--- src/hdl/nes_loader_pkg.sv ---
// Shared types and constants of the iNES cartridge loader
// Widths, memory map, header magic and load FSM states

package nes_loader_pkg;

	typedef logic [7:0]  byte_t;          // File or memory data byte
	typedef logic [21:0] mem_addr_t;      // Byte address into cartridge memory
	typedef logic [21:0] byte_count_t;    // Bytes left in a section
	typedef logic [7:0]  page_count_t;    // Page count from a header byte
	typedef logic [31:0] mapper_flags_t;

	// iNES header
	localparam int HEADER_BYTES = 16;
	localparam logic [31:0] INES_MAGIC = 32'h4E45531A;   // "NES" then EOF

	// Memory map
	localparam mem_addr_t PRG_BASE = 22'h000000;
	localparam mem_addr_t CHR_BASE = 22'h200000;

	// Page sizes as shifts, 16 KiB PRG and 8 KiB CHR
	localparam int PRG_PAGE_SHIFT = 14;
	localparam int CHR_PAGE_SHIFT = 13;

	typedef enum logic [2:0] {
		LOAD_HEADER,
		LOAD_PRG,
		LOAD_CHR,
		LOAD_DRAIN,   // Waiting for the write queue to empty
		LOAD_DONE,
		LOAD_ERROR
	} load_state_t;

endpackage
--- src/hdl/nes_rom_loader.sv ---
`timescale 1ns/1ps
// iNES cartridge loader top level
// Header parser, load sequencer and Wishbone write master

module nes_rom_loader
	import nes_loader_pkg::*;
(
	input  logic          clk,
	input  logic          reset_nes,
	input  logic          file_start,
	input  logic          invert_mirroring,
	input  logic          byte_valid,
	input  byte_t         byte_data,
	output logic          byte_ready,
	output logic          busy,
	output logic          done,
	output logic          error,
	output mapper_flags_t mapper_flags,
	output logic          wb_cyc,
	output logic          wb_stb,
	output logic          wb_we,
	output mem_addr_t     wb_adr,
	output byte_t         wb_dat_w,
	input  logic          wb_ack
);

	logic        header_clear;
	logic        header_byte_en;
	logic        header_done;
	logic        header_ok;
	page_count_t prg_pages;
	page_count_t chr_pages;
	logic        wr_push;
	mem_addr_t   wr_addr;
	byte_t       wr_data;
	logic        wr_full;
	logic        wr_idle;

	ines_header_parser u_parser (
		.clk              (clk),
		.reset_nes        (reset_nes),
		.header_clear     (header_clear),
		.header_byte_en   (header_byte_en),
		.byte_data        (byte_data),
		.invert_mirroring (invert_mirroring),
		.header_done      (header_done),
		.header_ok        (header_ok),
		.prg_pages        (prg_pages),
		.chr_pages        (chr_pages),
		.mapper_flags     (mapper_flags)
	);

	rom_load_sequencer u_sequencer (
		.clk            (clk),
		.reset_nes      (reset_nes),
		.file_start     (file_start),
		.byte_valid     (byte_valid),
		.byte_data      (byte_data),
		.byte_ready     (byte_ready),
		.header_clear   (header_clear),
		.header_byte_en (header_byte_en),
		.header_done    (header_done),
		.header_ok      (header_ok),
		.prg_pages      (prg_pages),
		.chr_pages      (chr_pages),
		.wr_push        (wr_push),
		.wr_addr        (wr_addr),
		.wr_data        (wr_data),
		.wr_full        (wr_full),
		.wr_idle        (wr_idle),
		.busy           (busy),
		.done           (done),
		.error          (error)
	);

	wb_write_master u_wb_master (
		.clk       (clk),
		.reset_nes (reset_nes),
		.wr_push   (wr_push),
		.wr_addr   (wr_addr),
		.wr_data   (wr_data),
		.wr_full   (wr_full),
		.wr_idle   (wr_idle),
		.wb_cyc    (wb_cyc),
		.wb_stb    (wb_stb),
		.wb_we     (wb_we),
		.wb_adr    (wb_adr),
		.wb_dat_w  (wb_dat_w),
		.wb_ack    (wb_ack)
	);

endmodule

--- src/hdl/wb_write_master.sv ---
`timescale 1ns/1ps
// Wishbone classic write master
// Two-entry address/data queue, one single write per entry,
// with an idle cycle between consecutive writes

module wb_write_master
	import nes_loader_pkg::*;
(
	input  logic      clk,
	input  logic      reset_nes,
	input  logic      wr_push,
	input  mem_addr_t wr_addr,
	input  byte_t     wr_data,
	output logic      wr_full,
	output logic      wr_idle,
	output logic      wb_cyc,
	output logic      wb_stb,
	output logic      wb_we,
	output mem_addr_t wb_adr,
	output byte_t     wb_dat_w,
	input  logic      wb_ack
);

	mem_addr_t q_addr [2];
	byte_t     q_data [2];
	logic      wr_ptr;
	logic      rd_ptr;
	logic [1:0] count;      // Entries held, including the one on the bus
	logic      cyc_q;
	logic      pop;

	assign pop = cyc_q && wb_ack;

	assign wr_full = (count == 2'd2);
	assign wr_idle = (count == 2'd0) && !cyc_q;

	// Head entry is not overwritten while its write is open
	assign wb_cyc   = cyc_q;
	assign wb_stb   = cyc_q;
	assign wb_we    = cyc_q;
	assign wb_adr   = q_addr[rd_ptr];
	assign wb_dat_w = q_data[rd_ptr];

	always_ff @(posedge clk) begin
		if (wr_push) begin
			q_addr[wr_ptr] <= wr_addr;
			q_data[wr_ptr] <= wr_data;
		end
	end

	always_ff @(posedge clk) begin
		if (reset_nes) begin
			wr_ptr <= 1'b0;
			rd_ptr <= 1'b0;
			count  <= 2'd0;
			cyc_q  <= 1'b0;
		end else begin
			if (wr_push)
				wr_ptr <= ~wr_ptr;
			if (pop)
				rd_ptr <= ~rd_ptr;
			count <= count + 2'(wr_push) - 2'(pop);

			if (pop)
				cyc_q <= 1'b0;   // Low for at least one cycle
			else if (!cyc_q && count != 2'd0)
				cyc_q <= 1'b1;
		end
	end

endmodule

--- src/hdl/rom_load_sequencer.sv ---
`timescale 1ns/1ps
// Cartridge load sequencer
// Takes file bytes, routes the header to the parser and pushes PRG and
// CHR bytes with their addresses into the write queue

module rom_load_sequencer
	import nes_loader_pkg::*;
(
	input  logic        clk,
	input  logic        reset_nes,
	input  logic        file_start,
	input  logic        byte_valid,
	input  byte_t       byte_data,
	output logic        byte_ready,
	output logic        header_clear,
	output logic        header_byte_en,
	input  logic        header_done,
	input  logic        header_ok,
	input  page_count_t prg_pages,
	input  page_count_t chr_pages,
	output logic        wr_push,
	output mem_addr_t   wr_addr,
	output byte_t       wr_data,
	input  logic        wr_full,
	input  logic        wr_idle,
	output logic        busy,
	output logic        done,
	output logic        error
);

	load_state_t state;
	byte_count_t byte_count;   // Header bytes, then section bytes left
	mem_addr_t   addr;
	logic        live;         // Low until the first cycle out of reset
	logic        take;
	logic        in_data;

	assign in_data = (state == LOAD_PRG) || (state == LOAD_CHR);

	always_comb begin
		case (state)
			LOAD_HEADER:       byte_ready = live && (byte_count != '0);
			LOAD_PRG, LOAD_CHR: byte_ready = live && (byte_count != '0) && !wr_full;
			default:           byte_ready = live;   // Trailing bytes are dropped
		endcase
	end

	// A byte arriving with file_start belongs to the old file
	assign take = byte_valid && byte_ready && !file_start;

	assign header_clear   = file_start;
	assign header_byte_en = take && (state == LOAD_HEADER);
	assign wr_push        = take && in_data;
	assign wr_addr        = addr;
	assign wr_data        = byte_data;

	always_ff @(posedge clk) begin
		if (reset_nes) begin
			live       <= 1'b0;
			state      <= LOAD_HEADER;
			byte_count <= byte_count_t'(HEADER_BYTES);
			addr       <= PRG_BASE;
			busy       <= 1'b0;
			done       <= 1'b0;
			error      <= 1'b0;
		end else begin
			live <= 1'b1;
			if (file_start) begin
				state      <= LOAD_HEADER;
				byte_count <= byte_count_t'(HEADER_BYTES);
				addr       <= PRG_BASE;
				busy       <= 1'b0;
				done       <= 1'b0;
				error      <= 1'b0;
			end else begin
				case (state)
					LOAD_HEADER: begin
						if (take)
							byte_count <= byte_count - 1'b1;
						if (header_done) begin
							if (header_ok) begin
								state      <= LOAD_PRG;
								busy       <= 1'b1;
								addr       <= PRG_BASE;
								byte_count <= byte_count_t'(prg_pages) << PRG_PAGE_SHIFT;
							end else begin
								state <= LOAD_ERROR;
							end
						end
					end
					LOAD_PRG, LOAD_CHR: begin
						if (byte_count == '0) begin
							if (state == LOAD_PRG) begin   // CHR section starts fresh
								state      <= LOAD_CHR;
								addr       <= CHR_BASE;
								byte_count <= byte_count_t'(chr_pages) << CHR_PAGE_SHIFT;
							end else begin
								state <= LOAD_DRAIN;
							end
						end else if (take) begin
							byte_count <= byte_count - 1'b1;
							addr       <= addr + 1'b1;
						end
					end
					LOAD_DRAIN: begin
						if (wr_idle) begin   // Last write has been acked
							state <= LOAD_DONE;
							done  <= 1'b1;
							busy  <= 1'b0;
						end
					end
					LOAD_ERROR: begin
						done  <= 1'b1;
						error <= 1'b1;
						busy  <= 1'b0;
					end
					default: ;   // LOAD_DONE holds until file_start
				endcase
			end
		end
	end

endmodule

--- src/hdl/ines_header_parser.sv ---
`timescale 1ns/1ps
// iNES header parser
// Collects the 16 header bytes, checks magic and trainer bit,
// then registers the page counts and the 32-bit mapper flags word

module ines_header_parser
	import nes_loader_pkg::*;
(
	input  logic          clk,
	input  logic          reset_nes,
	input  logic          header_clear,
	input  logic          header_byte_en,
	input  byte_t         byte_data,
	input  logic          invert_mirroring,
	output logic          header_done,
	output logic          header_ok,
	output page_count_t   prg_pages,
	output page_count_t   chr_pages,
	output mapper_flags_t mapper_flags
);

	byte_t hdr [HEADER_BYTES];
	logic [3:0] byte_cnt;
	logic last_byte;       // Pulse after the 16th byte landed in hdr

	logic is_nes20;
	logic tail_nonzero;
	logic is_dirty;
	logic magic_ok;
	logic [7:0] mapper_num;
	mapper_flags_t flags_next;

	// Smallest k with n <= 2**k, 7 when n exceeds 64
	function automatic logic [2:0] size_code(input page_count_t n);
		logic [2:0] k;
		k = 3'd7;
		for (int i = 6; i >= 0; i--) begin
			if (n <= (9'd1 << i))
				k = 3'(i);
		end
		return k;
	endfunction

	assign is_nes20 = (hdr[7][3:2] == 2'b10);
	assign magic_ok = ({hdr[0], hdr[1], hdr[2], hdr[3]} == INES_MAGIC);

	// Junk in bytes 9..15 of an old header spoils the upper mapper nibble
	always_comb begin
		tail_nonzero = |hdr[9][7:1];
		for (int i = 10; i < HEADER_BYTES; i++)
			tail_nonzero = tail_nonzero | (|hdr[i]);
	end

	assign is_dirty   = !is_nes20 && tail_nonzero;
	assign mapper_num = {is_dirty ? 4'h0 : hdr[7][7:4], hdr[6][7:4]};

	assign flags_next = {
		6'b0,
		hdr[6][1],                        // Battery saves
		is_nes20 ? hdr[8] : 8'h00,        // NES 2.0 extension byte
		hdr[6][3],                        // Four-screen
		(hdr[5] == 8'h00),                // CHR RAM
		hdr[6][0] ^ invert_mirroring,
		size_code(hdr[5]),
		size_code(hdr[4]),
		mapper_num
	};

	always_ff @(posedge clk) begin
		if (header_byte_en)
			hdr[byte_cnt] <= byte_data;
	end

	always_ff @(posedge clk) begin
		if (reset_nes) begin
			byte_cnt     <= '0;
			last_byte    <= 1'b0;
			header_done  <= 1'b0;
			header_ok    <= 1'b0;
			prg_pages    <= '0;
			chr_pages    <= '0;
			mapper_flags <= '0;
		end else begin
			last_byte   <= 1'b0;
			header_done <= last_byte && !header_clear;
			if (header_clear) begin
				byte_cnt <= '0;
			end else if (header_byte_en) begin
				byte_cnt  <= byte_cnt + 4'd1;
				last_byte <= (byte_cnt == 4'(HEADER_BYTES - 1));
			end
			if (last_byte) begin
				header_ok    <= magic_ok && !hdr[6][2];   // No trainer support
				prg_pages    <= hdr[4];
				chr_pages    <= hdr[5];
				mapper_flags <= flags_next;
			end
		end
	end

endmodule

--- config.mk ---
export PLATFORM = sky130hd
export DESIGN_NAME = nes_rom_loader
export DESIGN_NICKNAME = d
export VERILOG_FILES = /design/src/hdl/nes_loader_pkg.sv /design/src/hdl/nes_rom_loader.sv /design/src/hdl/wb_write_master.sv /design/src/hdl/rom_load_sequencer.sv /design/src/hdl/ines_header_parser.sv
export SDC_FILE = /design/constraint.sdc
export NUM_CORES = 1
export LEC_CHECK = 0
export BUFFER_PORTS_ARGS = -buffer_cell sky130_fd_sc_hd__buf_4
export CAP_MARGIN = 0
export CORE_ASPECT_RATIO = 0.75
export CORE_MARGIN = 5
export CORE_UTILIZATION = 40
export CTS_CLUSTER_DIAMETER = 30
export DETAILED_ROUTE_END_ITERATION = 6
export PLACE_DENSITY_LB_ADDON = 0.08
export SETUP_SLACK_MARGIN = 0.05
export SLEW_MARGIN = 30
export SYNTH_ARGS = -nofsm -noshare
export SYNTH_HDL_FRONTEND = slang
export SYNTH_SLANG_ARGS = --single-unit
--- constraint.sdc ---
create_clock -name clk -period 5.4 [get_ports clk]
set_clock_uncertainty 0.15 [all_clocks]
set_input_delay 0 -clock clk [delete_from_list [all_inputs] [get_ports clk]]
set_output_delay 0 -clock clk [all_outputs]
set_load 0.01 [all_outputs]
==> impl_metrics.py, run 1 <==
metrics = {
    "drt": {
        "drt-initial-drc-count": 578,
        "wire_per_inst_um": 18.9,
        "ant_nets": 0,
        "wl_um": 27300,
        "first_pass_iters": 4,
        "drcViolationCount": 0,
        "drt-vias-per-instance": 5.30,
        "vias": 7686,
    },
    "logic_synthesis": {
        "synthArstFlopShare_pct": 0,
        "synth_ff_type": "edfxtp_1",
        "synth_top_cell_by_area": "edfxtp_1",
        "netlist_top_cells_area": "edfxtp_1 (48%), dfxtp_1 (18%), nor2_1 (3.5%), mux2_2 (2.9%), mux2i_1 (2.6%)",
        "netlist_instances": 909,
        "ys_types": 77,
        "avgSynthCellArea_sq_um": 12.8,
        "ys_seq_elements": 291,
        "yosysTopAreaCellShare_pct": 47.9,
        "synth_area_sq_mm": 0.0116,
        "yosysWarnings": 0,
        "synth_edf_count": 185,
        "ys_seq_area_share_pct": 66.1,
    },
    "clocking": {
        "cts.path.max_buffers": 3,
        "cts_made_buffers": 50,
        "worstSkewPairLatency_ns": 0.55,
        "clkTransAtPathRegs_ns": 0.05,
        "htree_num_levels": 2,
        "cts.sink_count": 291,
        "tritoncts": "built",
        "root_buffer": "clkbuf_16",
    },
    "setup_path": {
        "endpoint_kind": "register",
        "reg2reg_slack_ns": 2.05,
        "critPathMaxFanout": 10,
        "worstSetupPathType": "register to register",
        "cp.required_ns": 5.67,
        "start_kind": "register",
        "critPathArrivalTime_ns": 3.62,
    },
    "placed_design": {
        "postPlaceCellArea_sq_mm": 0.0125,
        "place.gp.congestion": 0.891,
        "port_buffers": 76,
        "place_ws_ns": 1.92,
        "hpwlAfterDp_um": 17100,
        "placedCellCount": 1342,
    },
    "die": {
        "fp.coreArea_sq_mm": 0.0289,
        "die_area_sq_mm": 0.0326,
        "core.rowCount": 54,
        "io_pins": 83,
        "die_w_um": 207,
        "initial_core_util_pct": 40.2,
        "die_h_um": 158,
    },
    "power_and_ir_drop": {
        "ir_drop_mv": 0.263,
        "power_density_mw_per_mm2": 391,
        "intPower_mw": 4.44,
        "clkPwrFrac_pct": 55.5,
        "swShare_pct": 21.0,
        "seqPwrFrac_pct": 42.2,
        "p_comb_share_pct": 2.4,
        "power.switching_mw": 1.18,
        "p_leak_nw": 4.96,
    },
    "global_route": {
        "grt_pass1_wl_um": 42900,
        "grt_pass1_vias": 7405,
        "grt.overflow.total": 0,
        "grt_max_degree": 52,
        "grt_use_total_pct": 16.9,
        "antenna_found_initial": 0,
    },
    "layout": {
        "final_cells": 1450,
        "drive_above_1_share_pct": 21.5,
        "area_delta_synth_final_pct": 24.1,
        "nNetsFinal": 1040,
        "n_antenna_cell": 0,
        "fin_area_sq_mm": 0.0144,
    },
    "timing": {
        "rsz0062_at_grt": "no",
        "layout_worst_path_cycle_share_pct": 62.1,
        "fin_ws_ns": 2.05,
        "hold_slack_ns": 0.237,
        "min_period_ns": 3.35,
        "clock.fmax_ghz": 0.298,
        "finalHoldViolCount": 0,
        "fin_setup_tns_ns": 0,
        "tightestPinTransition_ns": 0.932,
        "report.final.slew_viol_count": 0,
        "setup_viol": 0,
        "maxSlewHeadroom_pct": 37.5,
    },
    "min_path": {
        "hold_path.class": "input port to register",
    },
    "run_status": {
        "run_status": "finished, final reports clean",
    },
    "flow_run": {
        "drv_cap": 0,
    },
}
-- kinds of logic (layout without fill, tap and decap cells) --
logic type | count (synthesis) | after routing | share of synthesized area, %
other cells | 1 | 6 | 0.0323
compound gates | 129 | 129 | 7.73
xor+xnor | 28 | 28 | 2.11
fa+ha+maj | 8 | 8 | 0.862
mux | 60 | 60 | 5.50
simple gates | 331 | 331 | 15.2
flops | 291 | 291 | 66.1
buf+inv | 61 | 205 | 2.43
-- worst paths after layout --
kind | from | endpoint | cells past startpoint
setup reg to reg | u_sequencer.byte_count[0] | u_wb_master.count[1] | 10
hold / removal | byte_data[7] | u_parser.hdr[6][7] | 2
setup / recovery | u_sequencer.byte_count[0] | u_wb_master.count[1] | 10
hold reg to reg | u_parser.mapper_flags[19] | u_parser.mapper_flags[19] | 2
-- cell type report --
| class | instances | area (sq um) |
|---|---|---|
| clock inverter | 27 | 300 |
| fill | 2553 | 14400 |
| multi-input combinational | 562 | 3700 |
| timing repair buffer | 98 | 779 |
| sequential | 291 | 7680 |
| clock buffer | 65 | 1400 |
| tap | 392 | 490 |
| inverter | 15 | 56.3 |
-- per-layer routing --
layer	vias to the layer above	GRT usage, %	routed length (um)
li1	3653	-	-
met1	3738	26.9	13900
met2	244	22.5	10900
met3	51	4.06	1950
met4	0	5.16	542
met5	-	0	0
-- flip-flops by register name, summed over array words and instances (netlist names), 2 cells and up, named ones only --
register / cells
u_parser.byte_cnt: 4
u_parser.chr_pages: 8
u_parser.hdr: 125
u_parser.mapper_flags: 26
u_parser.prg_pages: 8
u_sequencer.byte_count: 10
u_sequencer.state: 3
u_sequencer.wr_addr: 22
u_wb_master.count: 2
u_wb_master.q_addr: 44
u_wb_master.q_data: 16
-- worst max-delay path, stage by stage (launching register included) --
cell and delay (ns):
dfxtp_1 0.34, inv_1 0.09, ha_1 0.20, nor3b_2 0.36
nand4_1 0.52, o31ai_1 0.78, nor2_1 0.19, ha_1 0.26
xor2_1 0.15, xnor2_1 0.13, nor2_1 0.05
-- power groups by stage --
stage / Clock (mW) / Combinational, mW / Sequential (mW)
3_5_place_dp: 0 / 0.127 / 2.42
2_1_floorplan: 0 / 0.0694 / 2.42
4_1_cts: 3.19 / 0.136 / 2.37
5_1_grt: 3.31 / 0.146 / 2.37
6_report: 3.12 / 0.133 / 2.37
3_3_place_gp: 0 / 0.127 / 2.42
-- timing repair --
item / 4_1_cts / 5_1_grt
resized for setup: 0 / 0
buffers inserted: 0 / 0
hold buffers: 16 / 0
hold endpoints to repair: 201 / 0
-- cells in the mapped netlist, types with 4 or more instances --
cell,instances
nor2_1,109
o21ai_0,13
nor3b_2,4
and3_1,4
a32oi_1,5
nand3_1,26
a21oi_1,36
nor2b_1,6
or4_1,4
mux2i_1,30
nand2_1,49
a31oi_1,7
a211oi_1,6
nand4_1,17
edfxtp_1,185
buf_4,9
xnor2_1,24
inv_1,15
a311oi_1,6
dfxtp_1,106
buf_2,8
clkbuf_1,25
o31ai_1,6
o21ai_1,4
nor4_1,21
nor4b_2,5
ha_1,8
nor3_1,41
mux2_2,30
nand2b_1,6
xor2_1,4
and2_1,5
or3_1,8
a22oi_1,5
-- metrics by stage --
step           utilization [%]  total power [mW]
4_1_cts                   49.9              5.70
5_1_grt                   49.9              5.83
6_report                  49.9              5.63
3_3_place_gp              43.4              2.54
3_5_place_dp              43.4              2.54
2_1_floorplan                -              2.49
-- placed cells by master, fill, tap and decap left out, types with 7 or more instances in the layout --
cell             n
edfxtp_1       185
nor4_1          21
nand2_1         49
buf_4           81
clkinvlp_4       8
nand3_1         26
xnor2_1         24
ha_1             8
inv_1           15
mux2i_1         30
dlygate4sd3_1   16
mux2_2          30
dfxtp_1        105
a21oi_1         36
or3_1            8
clkbuf_1         7
clkbuf_16       51
nor2_1         109
nand4_1         17
a31oi_1          7
nor3_1          36
clkbuf_8         7
o21ai_0         13
Power figures use the tool's default switching activity.
==> run 2: changes to the inputs <==
==> constraint.sdc (replaced) <==
create_clock -name clk -period 3.3 [get_ports clk]
set_clock_uncertainty 0.15 [all_clocks]
set_input_delay 0 -clock clk [delete_from_list [all_inputs] [get_ports clk]]
set_output_delay 0 -clock clk [all_outputs]
set_load 0.01 [all_outputs]
==> run 2 against run 1 <==
Critical endpoint is now u_parser.hdr[10][0]. Global-route usage down 0.092 points. Sequential share of layout area about the same. Largest cell class unchanged. Register-to-register slack worse by 1.8 ns.
==> impl_metrics.py, run 2 (synthesis gave the netlist of run 1 again) <==
metrics = {
    "run_status": {
        "run_status": "finished, final reports clean",
    },
    "clocking": {
        "cts.sink_count": 291,
        "root_buffer": "clkbuf_16",
        "htree_num_levels": 2,
        "postCtsSetupRepairBufs": 0,
        "clkTransAtPathRegs_ns": 0.05,
        "cts.path.max_buffers": 3,
        "worstSkewPairLatency_ns": 0.53,
        "cts_made_buffers": 46,
        "tritoncts": "built",
    },
    "drt": {
        "wl_um": 27500,
        "wl_met3_um": 1740,
        "highest_layer": "met4",
        "vias": 7661,
        "drt-vias-per-instance": 5.24,
        "ant_nets": 0,
        "drt-initial-drc-count": 562,
        "met2_length_um": 11100,
        "wire_per_inst_um": 18.8,
        "first_pass_iters": 5,
        "drcViolationCount": 0,
        "met1_length_um": 14300,
    },
    "timing": {
        "clock.fmax_ghz": 0.325,
        "report.final.slew_viol_count": 0,
        "layout_worst_path_cycle_share_pct": 93.2,
        "fin_setup_tns_ns": 0,
        "setup_viol": 0,
        "maxSlewHeadroom_pct": 45.7,
        "finalHoldViolCount": 0,
        "hold_slack_ns": 0.0703,
        "min_period_ns": 3.08,
        "rsz0062_at_grt": "no",
        "tightestPinTransition_ns": 0.811,
    },
    "die": {
        "core.rowCount": 54,
        "die_w_um": 207,
        "initial_core_util_pct": 40.2,
        "die_area_sq_mm": 0.0326,
        "io_pins": 83,
        "die_h_um": 158,
        "fp.coreArea_sq_mm": 0.0289,
    },
    "min_path": {
        "holdPathEnd": "u_sequencer.byte_count[14]",
        "worstHoldStart": "byte_valid",
        "hold_path_depth": 5,
        "hold_path.class": "input port to register",
    },
    "setup_path": {
        "endpoint_kind": "register",
        "r2r_end": "u_parser.hdr[10][0]",
        "start_kind": "register",
        "critPathTopFamily": "simple AND/OR/NAND/NOR gates",
        "critPathArrivalTime_ns": 3.07,
        "cp_cell_sequence": "or2_2 -> a31oi_1 -> o31a_1 -> and2_1 -> nand2_1 -> buf_4 -> nor2_1",
        "cp.required_ns": 3.30,
        "r2r_start": "u_sequencer.state[0]",
        "reg2reg_slack_ns": 0.22,
        "cpPeakStageDelay_ns": 0.56,
        "critPathMaxFanout": 8,
        "reg2regPathDepth": 7,
        "critPathBufInv": 1,
        "worstSetupPathType": "register to register",
        "slowest_stage": "nor2_1",
    },
    "layout": {
        "mostFrequentLayoutCells": "edfxtp_1 (185), nor2_1 (109), dfxtp_1 (105)",
        "drive_above_1_share_pct": 22.5,
        "nNetsFinal": 1056,
        "largest_register_ff_count": 125,
        "top_register": "u_parser.hdr",
        "area_delta_synth_final_pct": 24.2,
        "n_antenna_cell": 0,
        "final_common_cell": "edfxtp_1",
        "largestRegisters": "u_parser.hdr x125, u_wb_master.q_addr x44, u_parser.mapper_flags x26",
    },
    "placed_design": {
        "port_buffers": 76,
        "place.gp.congestion": 0.885,
        "hpwlAfterDp_um": 17500,
    },
    "global_route": {
        "grt.overflow.total": 0,
        "grt_max_degree": 52,
        "grt_use_total_pct": 16.8,
        "antenna_found_initial": 0,
        "grt_pass1_wl_um": 42500,
        "grt_pass1_vias": 7261,
    },
    "power_and_ir_drop": {
        "ir_drop_mv": 0.424,
        "p_leak_nw": 5.00,
        "power_density_mw_per_mm2": 612,
    },
    "flow_run": {
        "drv_cap": 0,
    },
}
-- run 2: worst max path at each step --
stage | start | to | depth (start not counted)
floorplan | u_sequencer.byte_count[0] | u_wb_master.q_addr[0][0] | 6
global placement | u_sequencer.state[0] | u_parser.hdr[1][4] | 6
detailed placement | u_sequencer.state[0] | u_parser.hdr[2][3] | 6
CTS | u_sequencer.state[0] | u_parser.hdr[0][2] | 6
global route | u_sequencer.state[0] | u_parser.hdr[6][3] | 7
finish | u_sequencer.state[0] | u_parser.hdr[10][0] | 7
-- run 2: what timing repair did --
action	4_1_cts	5_1_grt
hold buffers	15	0
setup endpoints to repair	0	0
resized for setup	0	0
hold endpoints to repair	201	0
-- run 2: area by class of cell --
class | count | area [sq um]
clock buffer | 50 | 1190
multi-input combinational | 562 | 3700
inverter | 15 | 56.3
timing repair buffer | 118 | 936
sequential | 291 | 7680
tap | 392 | 490
clock inverter | 35 | 358
fill | 2571 | 14400
-- run 2: through the flow --
step                power, mW  std cells  area, sq um  setup slack [ns]  utilization (%)
floorplan                4.07        914        11600             0.242                -
global placement         4.17       1363        12700             0.207             44.0
detailed placement       4.17       1363        12700             0.243             44.0
CTS                      8.94       1463        14400             0.212             49.9
global route             9.15       1463        14400            0.0617             50.0
finish                   8.82       1463        14400             0.223             50.0
-- run 2: report_power, final --
part           switching, mW  internal (mW)  total (mW)
clock                   1.75           2.97        4.72
combinational          0.143         0.0797       0.223
sequential           0.00964           3.87        3.88
total                   1.91           6.92        8.82
-- run 2: worst register-to-register path, delay by kind of cell (launching register included) --
kind | cells | cell delay [ns]
simple gates | 4 | 1.33
compound gates | 2 | 0.69
flops | 1 | 0.37
buf+inv | 1 | 0.16
-- run 2: layer usage --
metal	track usage, %	vias up
li1	-	3682
met1	27.0	3705
met4	4.06	0
met2	22.8	234
met5	0	-
met3	3.83	40
==> run 3: changes to the inputs <==
==> constraint.sdc (replaced) <==
create_clock -name clk -period 2.8 [get_ports clk]
set_clock_uncertainty 0.15 [all_clocks]
set_input_delay 0 -clock clk [delete_from_list [all_inputs] [get_ports clk]]
set_output_delay 0 -clock clk [all_outputs]
set_load 0.01 [all_outputs]
==> run 3 against run 2 <==
Final cell count up 3.8%. Count of clock-buffer cells in the layout up 16. Register-to-register slack worse by 0.17 ns. Cell area up 4.7%. Critical endpoint is now u_sequencer.byte_count[13].
==> impl_metrics.py, run 3 (synthesis gave the netlist of run 1 again) <==
metrics = {
    "run_status": {
        "run_status": "finished, final reports clean",
    },
    "global_route": {
        "grt_pass1_vias": 7737,
        "grt.overflow.total": 0,
        "antenna_found_initial": 0,
        "grt_use_total_pct": 17.6,
        "grt_pass1_wl_um": 44600,
        "grt_max_degree": 52,
    },
    "setup_path": {
        "r2r_start": "u_sequencer.byte_count[17]",
        "start_kind": "register",
        "worstSetupPathType": "register to register",
        "cp.required_ns": 3.13,
        "critPathMaxFanout": 9,
        "reg2regPathDepth": 9,
        "endpoint_kind": "register",
        "reg2reg_slack_ns": 0.05,
        "critPathArrivalTime_ns": 3.08,
        "r2r_end": "u_sequencer.byte_count[13]",
    },
    "layout": {
        "area_delta_synth_final_pct": 30.0,
        "final_common_cell": "edfxtp_1",
        "largest_register_ff_count": 125,
        "nNetsFinal": 1105,
        "final_cells": 1518,
        "drive_above_1_share_pct": 26.8,
        "final_util_pct": 52.3,
        "mostFrequentLayoutCells": "edfxtp_1 (185), buf_4 (140), dfxtp_1 (105)",
        "fin_area_sq_mm": 0.0151,
        "largestRegisters": "u_parser.hdr x125, u_wb_master.q_addr x44, u_parser.mapper_flags x26",
        "n_antenna_cell": 0,
        "top_register": "u_parser.hdr",
    },
    "timing": {
        "setup_viol": 0,
        "min_period_ns": 2.75,
        "fin_setup_tns_ns": 0,
        "clock.fmax_ghz": 0.364,
        "layout_worst_path_cycle_share_pct": 98.1,
        "fin_ws_ns": 0.0530,
        "rsz0062_at_grt": "yes",
        "finalHoldViolCount": 0,
        "maxSlewHeadroom_pct": 50.2,
        "report.final.slew_viol_count": 0,
        "tightestPinTransition_ns": 0.736,
        "hold_slack_ns": 0.251,
    },
    "min_path": {
        "hold_path.class": "input port to register",
        "holdPathEnd": "u_parser.hdr[4][0]",
        "worstHoldStart": "byte_data[0]",
        "hold_path_depth": 2,
    },
    "drt": {
        "drt-initial-drc-count": 461,
        "first_pass_iters": 5,
        "drt-vias-per-instance": 5.20,
        "drcViolationCount": 0,
        "wl_um": 28300,
        "vias": 7888,
        "ant_nets": 0,
        "wire_per_inst_um": 18.6,
    },
    "power_and_ir_drop": {
        "total_power_mw": 11.3,
        "p_leak_nw": 5.34,
        "p_comb_share_pct": 2.4,
        "clkPwrFrac_pct": 57.2,
        "seqPwrFrac_pct": 40.4,
        "swShare_pct": 20.6,
        "power_density_mw_per_mm2": 752,
        "power.switching_mw": 2.34,
        "intPower_mw": 9.00,
        "ir_drop_mv": 0.647,
    },
    "clocking": {
        "cts.path.max_buffers": 3,
        "htree_num_levels": 2,
        "tritoncts": "built",
        "cts.sink_count": 291,
        "cts_made_buffers": 53,
        "worstSkewPairLatency_ns": 0.55,
        "root_buffer": "clkbuf_16",
        "clkTransAtPathRegs_ns": 0.05,
    },
    "die": {
        "io_pins": 83,
        "fp.coreArea_sq_mm": 0.0289,
        "initial_core_util_pct": 40.2,
        "core.rowCount": 54,
        "die_w_um": 207,
        "die_h_um": 158,
        "die_area_sq_mm": 0.0326,
    },
    "placed_design": {
        "place.gp.congestion": 0.854,
        "port_buffers": 76,
        "hpwlAfterDp_um": 17900,
        "placedCellCount": 1393,
        "place_ws_ns": 0.0967,
        "postPlaceCellArea_sq_mm": 0.0129,
    },
    "flow_run": {
        "drv_cap": 0,
    },
}
## run 3: cell types whose count changed in the layout (fill, tap and decap cells not counted), sizes merged
cell         change
clkinvlp         +1
bufinv           +4
dlygate4sd3      +1
clkinv           -6
inv              -2
buf             +41
clkbuf          +16
## run 3: worst max-delay path by stage
stage | to | cells past startpoint | start
2_1_floorplan | u_parser.hdr[1][0] | 9 | u_sequencer.byte_count[0]
3_3_place_gp | u_sequencer.byte_count[18] | 9 | register
3_5_place_dp | u_sequencer.byte_count[18] | 9 | register
4_1_cts | u_sequencer.byte_count[13] | 9 | u_sequencer.byte_count[17]
5_1_grt | u_sequencer.byte_count[13] | 9 | u_sequencer.byte_count[17]
6_report | u_sequencer.byte_count[13] | 9 | u_sequencer.byte_count[17]
## run 3: final cells by class
class                   count  area, sq um
well taps                 392          490
inverters                  15         56.3
repair buffers            160         1290
fillers                  2510        13800
multi-input cells         562         3740
clock buffers              66         1420
clock inverters            32          413
flip-flops and latches    291         7680
## run 3: metal layers
metal	track usage (%)	vias to the layer above	routed length, um
met5	0	-	0
met4	5.25	0	612
met3	3.71	52	1690
met1	28.0	3850	14600
met2	23.9	217	11400
li1	-	3769	-
## run 3: what timing repair did
item	in CTS	in global routing
hold buffers	16	0
hold endpoints to repair	216	0
buffers inserted	0	11
setup endpoints to repair	0	85
gates resized for setup	0	16
## run 3: critical path, cell delays in order, from the launching register on
cell	delay [ns]
dfxtp_1	0.38
or4_4	0.60
nor3_4	0.29
buf_4	0.20
a31oi_1	0.10
buf_4	0.17
nand3_1	0.07
dlygate4sd3_1	0.55
nand3_1	0.07
o21ai_1	0.08
## run 3: power by group through the flow
stage / sequential (mW) / combinational, mW / clock [mW]
finish: 4.58 / 0.277 / 6.48
global placement: 4.66 / 0.261 / 0
global route: 4.58 / 0.304 / 6.85
CTS: 4.58 / 0.278 / 6.61
detailed placement: 4.66 / 0.261 / 0
floorplan: 4.66 / 0.132 / 0
